--- src/verilog/core_settings.svh ---
`ifndef CORE_SETTINGS_SVH
`define CORE_SETTINGS_SVH

// register file
`define REG_ADDR_BITS 3 // 8 registers.
`define NUM_REGS (1 << `REG_ADDR_BITS)

// datapath
`define DATA_BITS 16
`define IMM_BITS 8 // zero-extended.

// data memory
`define DMEM_ADDR_BITS 4 // addresses wrap.
`define DMEM_WORDS (1 << `DMEM_ADDR_BITS)

// instruction encoding
`define OP_CODE_BITS 6

// pipeline control
`define NUM_PIPE_MASKS 3 // pc, if_id, id_ex.

`endif

--- src/verilog/core_pkg.sv ---
`include "core_settings.svh"

package core_pkg;

  typedef logic [`DATA_BITS-1:0] data_t;
  typedef logic [`REG_ADDR_BITS-1:0] reg_addr_t;
  typedef logic [`DMEM_ADDR_BITS-1:0] dmem_addr_t;

  // top two bits select the group.
  typedef enum logic [`OP_CODE_BITS-1:0] {
    OP_NOP  = 6'h00,
    OP_ADD  = 6'h01,
    OP_SUB  = 6'h02,
    OP_AND  = 6'h03,
    OP_OR   = 6'h04,
    OP_ADDI = 6'h10,
    OP_ANDI = 6'h11,
    OP_LW   = 6'h20,
    OP_SW   = 6'h21
  } opcode_e;

  typedef struct packed {
    logic [`OP_CODE_BITS-1:0] opcode;
    reg_addr_t rs;
    reg_addr_t rt;
    reg_addr_t rd;
    logic [`IMM_BITS-1:0] imm;
  } instr_t;

  typedef struct packed {
    instr_t [1:0] slot;
    logic first; // slot 0 is older.
  } pair_t;

  typedef struct packed {
    logic pc;
    logic if_id;
    logic id_ex;
  } pipe_mask_t;

  typedef struct packed {
    logic src_rs;
    logic src_rt;
    logic dst_rt;
    logic dst_rd;
    logic mem_read;
    logic mem_write;
    instr_t instr;
  } dec_t;

  typedef struct packed {
    logic valid;
    dec_t dec;
  } slot_t;

  typedef slot_t [1:0] slot_pair_t; // lane 0 holds the older slot.

  typedef struct packed {
    logic valid;
    reg_addr_t dst;
    data_t data;
  } wb_t;

  typedef struct packed {
    logic valid;
    logic load;
    logic store;
    reg_addr_t dst;
    data_t result; // alu value or address.
    data_t store_data;
  } ex_res_t;

endpackage

--- src/verilog/pipe_reg.sv ---
`timescale 1ns/1ps

module pipe_reg #(
  parameter type payload_t = logic [7:0]
) (
  input  logic clk,
  input  logic reset,
  input  payload_t d,
  input  logic [1:0] d_valid,
  input  logic [1:0] stall,
  input  logic [1:0] nop,
  output payload_t q,
  output logic [1:0] q_valid
);

  logic hold;

  // a slot stalled without a bubble pins the whole entry.
  assign hold = |(stall & ~nop);

  always_ff @(posedge clk) begin
    if (reset) begin
      q_valid <= '0;
    end else if (hold) begin
      q_valid <= q_valid & ~nop; // issued half drops out.
    end else begin
      q_valid <= d_valid & ~nop;
    end
  end

  always_ff @(posedge clk) begin
    if (!hold) begin
      q <= d;
    end
  end

endmodule

--- src/verilog/inst_decoder.sv ---
`timescale 1ns/1ps

`include "core_settings.svh"

module inst_decoder import core_pkg::*; (
  input  instr_t instr,
  output dec_t dec
);

  logic [1:0] group;

  assign group = instr.opcode[`OP_CODE_BITS-1 -: 2];

  always_comb begin
    dec = '0;
    dec.instr = instr;
    case (group)
      2'b00: begin
        // rd from rs and rt.
        if (instr.opcode inside {OP_ADD, OP_SUB, OP_AND, OP_OR}) begin
          dec.src_rs = 1'b1;
          dec.src_rt = 1'b1;
          dec.dst_rd = 1'b1;
        end
      end
      2'b01: begin
        if (instr.opcode inside {OP_ADDI, OP_ANDI}) begin
          dec.src_rs = 1'b1;
          dec.dst_rt = 1'b1;
        end
      end
      2'b10: begin
        if (instr.opcode == OP_LW) begin
          dec.src_rs = 1'b1;
          dec.dst_rt = 1'b1;
          dec.mem_read = 1'b1;
        end else if (instr.opcode == OP_SW) begin
          dec.src_rs = 1'b1;
          dec.src_rt = 1'b1; // store data.
          dec.mem_write = 1'b1;
        end
      end
      default: ; // jumps decode as nop.
    endcase
  end

endmodule

--- src/verilog/hazard_detection_unit.sv ---
`timescale 1ns/1ps

`include "core_settings.svh"

module hazard_detection_unit import core_pkg::*; (
  input  logic [1:0] id_ex_mem_read,
  input  reg_addr_t [1:0] id_ex_rt,
  input  logic first,
  input  dec_t dec0,
  input  dec_t dec1,
  input  logic [1:0] slot_valid,
  output pipe_mask_t stall0,
  output pipe_mask_t nop0,
  output pipe_mask_t stall1,
  output pipe_mask_t nop1
);

  localparam pipe_mask_t MASK_NONE = '0;
  localparam pipe_mask_t STALL_ALL = pipe_mask_t'({`NUM_PIPE_MASKS{1'b1}});
  localparam pipe_mask_t STALL_FRONT = '{pc: 1'b1, if_id: 1'b1, id_ex: 1'b0};
  localparam pipe_mask_t NOP_IF_ID = '{pc: 1'b0, if_id: 1'b1, id_ex: 1'b0};
  localparam pipe_mask_t NOP_ID_EX = '{pc: 1'b0, if_id: 1'b0, id_ex: 1'b1};

  dec_t older;
  dec_t younger;
  logic older_valid;
  logic younger_valid;
  logic load_use;
  logic pair_dep;
  pipe_mask_t stall_old;
  pipe_mask_t nop_old;
  pipe_mask_t stall_young;
  pipe_mask_t nop_young;

  function automatic logic reads_load(dec_t d, logic [1:0] rd, reg_addr_t [1:0] rt);
    logic hit;
    hit = 1'b0;
    for (int l = 0; l < 2; l++) begin
      if (rd[l] && ((d.src_rs && d.instr.rs == rt[l]) ||
                    (d.src_rt && d.instr.rt == rt[l]))) begin
        hit = 1'b1;
      end
    end
    return hit;
  endfunction

  function automatic reg_addr_t dst_of(dec_t d);
    return d.dst_rd ? d.instr.rd : d.instr.rt;
  endfunction

  assign older = first ? dec0 : dec1;
  assign younger = first ? dec1 : dec0;
  assign older_valid = first ? slot_valid[0] : slot_valid[1];
  assign younger_valid = first ? slot_valid[1] : slot_valid[0];

  // load data is not forwarded, so any reader waits a cycle.
  assign load_use = (slot_valid[0] && reads_load(dec0, id_ex_mem_read, id_ex_rt)) ||
                    (slot_valid[1] && reads_load(dec1, id_ex_mem_read, id_ex_rt));

  always_comb begin
    pair_dep = 1'b0;
    if (older_valid && younger_valid && (older.dst_rt || older.dst_rd)) begin
      pair_dep = (younger.src_rs && younger.instr.rs == dst_of(older)) ||
                 (younger.src_rt && younger.instr.rt == dst_of(older)) ||
                 ((younger.dst_rt || younger.dst_rd) && dst_of(younger) == dst_of(older));
    end
  end

  always_comb begin
    stall_old = MASK_NONE;
    nop_old = MASK_NONE;
    stall_young = MASK_NONE;
    nop_young = MASK_NONE;
    if (load_use) begin
      stall_old = STALL_ALL;
      nop_old = NOP_ID_EX;
      stall_young = STALL_ALL;
      nop_young = NOP_ID_EX;
    end else if (pair_dep) begin
      stall_old = STALL_FRONT; // issues, then leaves if/id.
      nop_old = NOP_IF_ID;
      stall_young = STALL_ALL;
      nop_young = NOP_ID_EX;
    end
  end

  assign stall0 = first ? stall_old : stall_young;
  assign nop0 = first ? nop_old : nop_young;
  assign stall1 = first ? stall_young : stall_old;
  assign nop1 = first ? nop_young : nop_old;

endmodule

--- src/verilog/exec_lane.sv ---
`timescale 1ns/1ps

module exec_lane import core_pkg::*; (
  input  logic clk,
  input  logic reset,
  input  slot_t slot,
  input  data_t rs_data,
  input  data_t rt_data,
  input  wb_t [1:0] fwd,
  output ex_res_t res
);

  data_t op_a;
  data_t op_b;
  data_t imm;
  data_t alu;

  function automatic data_t pick(reg_addr_t src, data_t rf, wb_t [1:0] f);
    data_t v;
    v = rf;
    if (f[0].valid && f[0].dst == src) begin
      v = f[0].data;
    end
    if (f[1].valid && f[1].dst == src) begin
      v = f[1].data; // younger lane wins.
    end
    return v;
  endfunction

  assign op_a = pick(slot.dec.instr.rs, rs_data, fwd);
  assign op_b = pick(slot.dec.instr.rt, rt_data, fwd);
  assign imm = data_t'(slot.dec.instr.imm);

  always_comb begin
    case (slot.dec.instr.opcode)
      OP_ADD: alu = op_a + op_b;
      OP_SUB: alu = op_a - op_b;
      OP_AND: alu = op_a & op_b;
      OP_OR: alu = op_a | op_b;
      OP_ADDI, OP_LW, OP_SW: alu = op_a + imm;
      OP_ANDI: alu = op_a & imm;
      default: alu = '0;
    endcase
  end

  always_ff @(posedge clk) begin
    res.load <= slot.dec.mem_read;
    res.store <= slot.dec.mem_write;
    res.dst <= slot.dec.dst_rd ? slot.dec.instr.rd : slot.dec.instr.rt;
    res.result <= alu;
    res.store_data <= op_b;
    if (reset) begin
      res.valid <= 1'b0;
    end else begin
      // nops carry nothing to writeback.
      res.valid <= slot.valid &&
                   (slot.dec.dst_rt || slot.dec.dst_rd || slot.dec.mem_write);
    end
  end

endmodule

--- src/verilog/writeback_stage.sv ---
`timescale 1ns/1ps

`include "core_settings.svh"

module writeback_stage import core_pkg::*; (
  input  logic clk,
  input  logic reset,
  input  ex_res_t res0,
  input  ex_res_t res1,
  input  reg_addr_t [3:0] rd_addr,
  output data_t [3:0] rd_data,
  output wb_t wb0,
  output wb_t wb1
);

  data_t regs [`NUM_REGS];
  data_t dmem [`DMEM_WORDS];
  dmem_addr_t addr0;
  dmem_addr_t addr1;
  data_t load0;
  data_t load1;

  function automatic wb_t make_wb(ex_res_t r, data_t load_data);
    wb_t w;
    w.valid = r.valid && !r.store;
    w.dst = r.dst;
    w.data = r.load ? load_data : r.result;
    return w;
  endfunction

  assign addr0 = dmem_addr_t'(res0.result);
  assign addr1 = dmem_addr_t'(res1.result);

  assign load0 = dmem[addr0];
  // older store in lane 0 lands before the lane 1 load.
  assign load1 = (res0.valid && res0.store && addr0 == addr1) ? res0.store_data : dmem[addr1];

  assign wb0 = make_wb(res0, load0);
  assign wb1 = make_wb(res1, load1);

  always_comb begin
    for (int i = 0; i < 4; i++) begin
      rd_data[i] = regs[rd_addr[i]];
    end
  end

  always_ff @(posedge clk) begin
    if (reset) begin
      for (int i = 0; i < `NUM_REGS; i++) begin
        regs[i] <= '0;
      end
      for (int i = 0; i < `DMEM_WORDS; i++) begin
        dmem[i] <= '0;
      end
    end else begin
      if (wb0.valid) begin
        regs[wb0.dst] <= wb0.data;
      end
      if (wb1.valid) begin
        regs[wb1.dst] <= wb1.data; // lane 1 overrides.
      end
      if (res0.valid && res0.store) begin
        dmem[addr0] <= res0.store_data;
      end
      if (res1.valid && res1.store) begin
        dmem[addr1] <= res1.store_data;
      end
    end
  end

endmodule

--- src/verilog/dual_issue_core.sv ---
`timescale 1ns/1ps

module dual_issue_core import core_pkg::*; (
  input  logic clk,
  input  logic reset,
  input  logic in_valid,
  input  pair_t in_pair,
  output logic in_ready,
  output wb_t wb0,
  output wb_t wb1
);

  pair_t if_id_q;
  logic [1:0] if_id_valid;
  dec_t dec0;
  dec_t dec1;
  slot_t in_slot0;
  slot_t in_slot1;
  pipe_mask_t stall0;
  pipe_mask_t nop0;
  pipe_mask_t stall1;
  pipe_mask_t nop1;
  slot_pair_t id_ex_d;
  slot_pair_t id_ex_q;
  logic [1:0] id_ex_d_valid;
  logic [1:0] id_ex_valid;
  logic [1:0] id_ex_stall;
  logic [1:0] id_ex_nop;
  logic [1:0] id_ex_mem_read;
  reg_addr_t [1:0] id_ex_rt;
  slot_t lane_slot [2];
  ex_res_t lane_res [2];
  wb_t [1:0] fwd;
  reg_addr_t [3:0] rd_addr;
  data_t [3:0] rd_data;

  assign in_ready = !(stall0.pc || stall1.pc);

  pipe_reg #(.payload_t(pair_t)) if_id (
    .clk, .reset,
    .d(in_pair), .d_valid({2{in_valid}}),
    .stall({stall1.if_id, stall0.if_id}), .nop({nop1.if_id, nop0.if_id}),
    .q(if_id_q), .q_valid(if_id_valid)
  );

  inst_decoder dec0_i (.instr(if_id_q.slot[0]), .dec(dec0));
  inst_decoder dec1_i (.instr(if_id_q.slot[1]), .dec(dec1));

  hazard_detection_unit hazard_i (
    .id_ex_mem_read, .id_ex_rt, .first(if_id_q.first),
    .dec0, .dec1, .slot_valid(if_id_valid),
    .stall0, .nop0, .stall1, .nop1
  );

  // slots are reordered by age on their way into id/ex.
  assign in_slot0 = '{valid: if_id_valid[0], dec: dec0};
  assign in_slot1 = '{valid: if_id_valid[1], dec: dec1};
  assign id_ex_d = if_id_q.first ? {in_slot1, in_slot0} : {in_slot0, in_slot1};
  assign id_ex_d_valid = if_id_q.first ? if_id_valid : {if_id_valid[0], if_id_valid[1]};
  assign id_ex_stall = if_id_q.first ? {stall1.id_ex, stall0.id_ex} : {stall0.id_ex, stall1.id_ex};
  assign id_ex_nop = if_id_q.first ? {nop1.id_ex, nop0.id_ex} : {nop0.id_ex, nop1.id_ex};

  pipe_reg #(.payload_t(slot_pair_t)) id_ex (
    .clk, .reset,
    .d(id_ex_d), .d_valid(id_ex_d_valid),
    .stall(id_ex_stall), .nop(id_ex_nop),
    .q(id_ex_q), .q_valid(id_ex_valid)
  );

  for (genvar i = 0; i < 2; i++) begin : g_lane
    assign lane_slot[i] = '{valid: id_ex_valid[i], dec: id_ex_q[i].dec};
    assign id_ex_mem_read[i] = id_ex_valid[i] && id_ex_q[i].dec.mem_read;
    assign id_ex_rt[i] = id_ex_q[i].dec.instr.rt;
    assign rd_addr[2*i] = id_ex_q[i].dec.instr.rs;
    assign rd_addr[2*i+1] = id_ex_q[i].dec.instr.rt;
    // only alu results feed back.
    assign fwd[i] = '{valid: lane_res[i].valid && !lane_res[i].load && !lane_res[i].store,
                      dst: lane_res[i].dst, data: lane_res[i].result};

    exec_lane lane_i (
      .clk, .reset, .slot(lane_slot[i]),
      .rs_data(rd_data[2*i]), .rt_data(rd_data[2*i+1]),
      .fwd, .res(lane_res[i])
    );
  end

  writeback_stage wb_i (
    .clk, .reset,
    .res0(lane_res[0]), .res1(lane_res[1]),
    .rd_addr, .rd_data, .wb0, .wb1
  );

endmodule

--- config.mk ---
export PLATFORM = sky130hd
export DESIGN_NAME = dual_issue_core
export DESIGN_NICKNAME = d
export VERILOG_FILES = /design/src/verilog/core_pkg.sv /design/src/verilog/pipe_reg.sv /design/src/verilog/inst_decoder.sv /design/src/verilog/hazard_detection_unit.sv /design/src/verilog/exec_lane.sv /design/src/verilog/writeback_stage.sv /design/src/verilog/dual_issue_core.sv
export VERILOG_INCLUDE_DIRS = /design/src /design/src/verilog
export SDC_FILE = /design/constraint.sdc
export NUM_CORES = 1
export LEC_CHECK = 0
export BUFFER_PORTS_ARGS = -buffer_cell sky130_fd_sc_hd__buf_4
export CAP_MARGIN = 0
export CORE_ASPECT_RATIO = 1.1
export CORE_MARGIN = 5
export CORE_UTILIZATION = 45
export DETAILED_ROUTE_END_ITERATION = 16
export PLACE_DENSITY = 0.61
export SLEW_MARGIN = 40
export SYNTH_ARGS = -nofsm -noshare
export SYNTH_HDL_FRONTEND = slang
export SYNTH_SLANG_ARGS = --single-unit
--- constraint.sdc ---
create_clock -name clk -period 17.6 [get_ports clk]
set_input_delay 2.64 -clock clk [delete_from_list [all_inputs] [get_ports clk]]
set_output_delay 2.64 -clock clk [all_outputs]
set_load 0.01 [all_outputs]
-- Word level (Yosys, flattened, before mapping)
Memory sizes are Yosys's and may differ from the RTL's. A register that Yosys moved wholly into a read port is not among the register bits.
Index checks and enable logic that the tools add are counted.
- bits in registers: 181
- memory bits (writable): 384
- input bits: 50
- output and inout port bits: 41
- word-level logic and storage cells: 296
- memories kept: 2
- add/sub/neg operators: 6
- equal/unequal tests: 56
- multiplexer cells: 102
- bitwise operators: 14
- reductions and logical operators: 73
- memories (name ; depth ; bits a word ; read ports ; clocked after Yosys merged registers in ; write ports ; line ; source):
    wb_i.dmem ; 16 ; 16 ; 2 ; 2 ; 16 ; writeback_stage.sv:17 ; data_t dmem [`DMEM_WORDS];
    wb_i.regs ; 8 ; 16 ; 4 ; 4 ; 8 ; writeback_stage.sv:16 ; data_t regs [`NUM_REGS];
- operator list (cell ; number):
    16-bit two-way mux ; 15
    16-bit case mux with 6 select lines ; 2
    16-bit OR reduction ; 4
    3-bit == test ; 19
    57-bit two-way mux ; 1
    6-bit by 2-bit == test with 1-bit output (second input constant) ; 8
    6-bit by 5-bit == test with 1-bit output (second input constant) ; 8
    6-bit == test (second input constant) ; 8
    3-bit two-way mux ; 16
    1-bit two-way mux ; 43
    1-bit logical AND ; 40
    16-bit adder ; 2
    16-bit by 8-bit adder with 16-bit output ; 2
    16-bit bitwise AND ; 2
    16-bit by 8-bit bitwise AND with 16-bit output ; 2
    16-bit OR ; 2
    16-bit subtractor ; 2
    2-bit two-way mux ; 15
    29-bit two-way mux ; 1
    27-bit two-way mux ; 1
    6-bit by 1-bit == test with 1-bit output (second input constant) ; 4
    6-bit by 3-bit == test with 1-bit output (second input constant) ; 4
    1-bit logical OR ; 14
    2-bit bitwise AND ; 6
    other kinds (13) ; 30

-- Logic depth before layout (Yosys ltp)
- word-level depth: 19
- mapped depth: 22
- gate-level depth less buffers: 20

-- Hierarchy
From an unflattened synthesis, not the netlist that was laid out.
- cell total of the unflattened synthesis: 3220
- area total of the unflattened synthesis: 38994.9 um^2
- by module, submodules not included (module ; instances ; cells each ; area each (um^2) ; sequential area each (um^2)):
    writeback_stage ; 1 ; 1923 ; 26095.0 ; 11531.1
    exec_lane at g_lane[1].lane_i ; 1 ; 443 ; 3454.6 ; 760.7
    exec_lane at g_lane[0].lane_i ; 1 ; 436 ; 3352.0 ; 760.7
    pipe_reg at id_ex ; 1 ; 73 ; 1919.3 ; 1841.8
    pipe_reg at if_id ; 1 ; 60 ; 1529.0 ; 1451.4
    dual_issue_core ; 1 ; 76 ; 1108.6 ; 0.0
    hazard_detection_unit ; 1 ; 109 ; 840.8 ; 0.0
    inst_decoder at dec0_i ; 1 ; 50 ; 350.3 ; 0.0
    inst_decoder at dec1_i ; 1 ; 50 ; 345.3 ; 0.0

-- Worst setup path after synthesis
No wires, ideal clock.
- path kind: register to register
- start point: register if_id.q[45] in the netlist's numbering
- end point: register if_id.q[0] in the netlist's numbering (enable)
- setup time: 519 ps
- arrival: 5612 ps
- data required time: 17081 ps
- setup slack: 11469 ps
- cell stages (with the launch flop): 10
- buffers on the path: 0
- clock period less this slack: 6131 ps
- cells stage by stage: edfxtp_1 inv_1 ha_1 nand4b_1 mux2i_1 mux2_2 xnor2_1 a41o_1 nand2_1 nor3b_1
- RTL lines (what ; line ; source):
    from (decl) ; pipe_reg.sv:12 ; output payload_t q,
    from (signal assigned) ; pipe_reg.sv:33 ; q <= d;

==> reports/metrics.yaml <==
outcome: "finished, final reports clean"
row_count: 106
grt_max_degree: 72
p_leak_nw: 14.22
placedCellCount: 3724
worst_pin_slew_ns: 0.8578
cp_max_fo: 39
worst_slew_margin_rel_pct: 41.18
tns_ns: 0
die_area_mm2: 0.08282
synth_nets: 2883
cp.arrival_ns: 4.47
criticalPathCategory: "reg2out"
skew_ns: 0.06099
yosysTopAreaCell: "edfxtp_1"
period_minus_slack_ns: 7.105
power_density_mw_per_mm2: 94.25
cap_viol_max_count: 0
post_cts_resized: 0
drt-initial-drc-count: 3808
path_common_cell: "mux4_2"
routed_wl_mm: 130.9
async_reset_ff_share_pct: 0
ys_ff_latch: 565
nets: 2852
synth_top_area_share_pct: 37.28
hold_viol_final: 0
drive_gt1_share_pct: 27.36
place_area_mm2: 0.03696
yosys-top-cells-count: "edfxtp_1 (431), mux4_2 (286), a22o_1 (258), clkbuf_1 (198), nand2_1 (197)"
critPathSlowestCell: "dfxtp_4"
cp_cell_sequence: "buf_6, mux4_2, mux4_2, mux2i_1, nand2_1, o21ai_1, inv_1, buf_4"
initial_core_util_pct: 45.53
cts_sinks: 565
drt-pass1-iter-count: 7
cts_buffer_depth: 3
synthTopCellsByArea: "edfxtp_1 (37%), mux4_2 (19%), dfxtp_1 (7.7%), a22o_1 (6.5%), mux2i_1 (3.3%)"
synthCells: 2791
slew_viol_final: 0
grt.total_usage_pct: 31.02
clkLatencyLatePin_ns: 0.68
drc_errors: 0
max_freq_mhz: 140.7
cts_hold_repair.buffers: 0
hold_path_class: "reg2reg"
setup_violations: 0
routabilityCongestion: 0.9556
numCtsBuffers: 60
p_total_mw: 3.691
clk_pin_slew_ns: 0.06
overflow: 0
peakVddDrop_mv: 0.07961
clk_root_buffer_cell: "clkbuf_16"
fp.dieH_um: 301.3
min_period_over_period_pct: 40.37
synth_edf_count: 431
final_core_util_pct: 51.35
avgSynthCellArea_um2: 12.44
netlist_area_mm2: 0.03472
post_drt_wl_per_cell_um: 34.09
cts_tree: "yes"
stdcell_count: 3839
drtAntennaViolNets: 0
core_mm2: 0.07626
h-tree-depth: 2
ys.flop_type: "edfxtp_1"
fill_cells: 6449
cts_setup_buffers: 0
cp.required_ns: 14.96
rsz0062_at_grt: "no"
endpoint_kind: "output port"
critPathLaunchType: "register"
yosysMostFrequentCell: "edfxtp_1"
port_buffers: 90
vias: 27350
grt_pass1_vias: 27360
yosysWarnings: 0
syn_to_final_growth_pct: 12.78
final_cell_area_mm2: 0.03916
io_pins: 91
synth_cell_types: 80
dpl.hpwl_mm: 88.16
die_x_um: 274.8
synth-seq-area-share_pct: 45.00
via_per_inst: 7.125
antenna_found_initial: 6
grt_pass1_wl_mm: 188.2
worst_path_largest_cell_delay_ns: 0.79
## area by class of cell
cell class / count / area, um2 / share of cell area [%]
clock inverter: 39 / 488.0 / 1.246
multi-input combinational: 1863 / 18130 / 46.29
clock buffer: 74 / 1645 / 4.202
inverter: 73 / 274.0 / 0.6997
antenna: 2 / 5.005 / 0.01278
sequential: 565 / 15650 / 39.97
timing repair buffer: 197 / 1684 / 4.301
tap: 1026 / 1284 / 3.278
## worst max-delay path: cells and delay by family (launching register included)
kind                   cells  cell delay (ns)
and+or+nand+nor            1             0.10
AOI/OAI and AO/OA          1             0.46
buffers and inverters      3             0.90
DFF                        1             0.79
muxes                      3             1.51
## logic make-up (layout without fill, tap and decap cells)
kind of cell | count (synthesis) | count (layout) | share of synthesized area (%)
and+or+nand+nor | 508 | 508 | 7.113
AOI/OAI and AO/OA | 737 | 737 | 15.24
xor gates and xnor gates | 98 | 98 | 2.537
buffers and inverters | 363 | 383 | 4.209
adders and majority gates | 49 | 49 | 1.759
muxes | 471 | 471 | 24.14
other | 0 | 2 | 0
DFF | 565 | 565 | 45.00
## sequential cells by signal, indices dropped and copies added (netlist names)
name and flops:
g_lane.lane_i.res 76, id_ex.q 54, id_ex.q_valid 2, if_id.q 47
if_id.q_valid 2, wb_i.dmem 256, wb_i.regs 128
## where the power goes
group          switching (mW)  internal (mW)  leakage, nW  total [mW]
Sequential              0.130           1.50         5.58        1.63
Combinational           0.394          0.289         7.62       0.684
Clock                   0.581          0.799         1.02        1.38
Total                    1.11           2.59         14.2        3.69
## worst paths after layout
kind,start,end,slack (ns),cells after the start
max reg2reg,id_ex.q[42]$_DFF_P_,g_lane[1].lane_i.res[31]$_DFF_P_,11.26,20
max,g_lane[1].lane_i.res[16]$_DFF_P_,wb1[3],10.49,8
min reg2reg,id_ex.q[53]$_DFF_P_,g_lane[1].lane_i.res[35]$_DFF_P_,0.36,0
min,id_ex.q[53]$_DFF_P_,g_lane[1].lane_i.res[35]$_DFF_P_,0.36,0
## metrics by stage
step / hold slack (ns) / worst slack [ns]
3_5_place_dp: 0.3561 / 10.72
2_1_floorplan: 0.3306 / 11.47
5_1_grt: 0.3625 / 10.28
4_1_cts: 0.3644 / 10.06
6_report: 0.3603 / 10.49
3_3_place_gp: 0.3554 / 10.75
## layout by cell type (no fill, tap or decap), types with 16 or more instances in the layout
cell and instances:
buf_6 18, nor2_1 100, mux4_2 286, dfxtp_1 120, nand3_1 25, inv_1 70
xnor2_1 39, buf_4 163, ha_1 40, nand2b_1 16, nor3_1 35, a22oi_1 26
nor2b_1 18, mux2i_1 107, nand4_1 19, a22o_1 258, nand2_1 182, mux2_2 69
edfxtp_1 431, o22ai_1 139, xor2_1 56, a211oi_1 17, o21ai_0 107, o21ai_1 19
a21o_1 19, clkbuf_16 61, a21oi_1 56
## layer usage
metal  up-vias  track usage [%]  share of wire [%]
met5         -                0             0.0053
met4         2            21.45                8.4
met3       584            7.487                 11
met2      2149            49.69                 47
met1     13470            36.94                 34
li1      11150                -                  -
No activity file was read; power rests on OpenSTA's default activity.
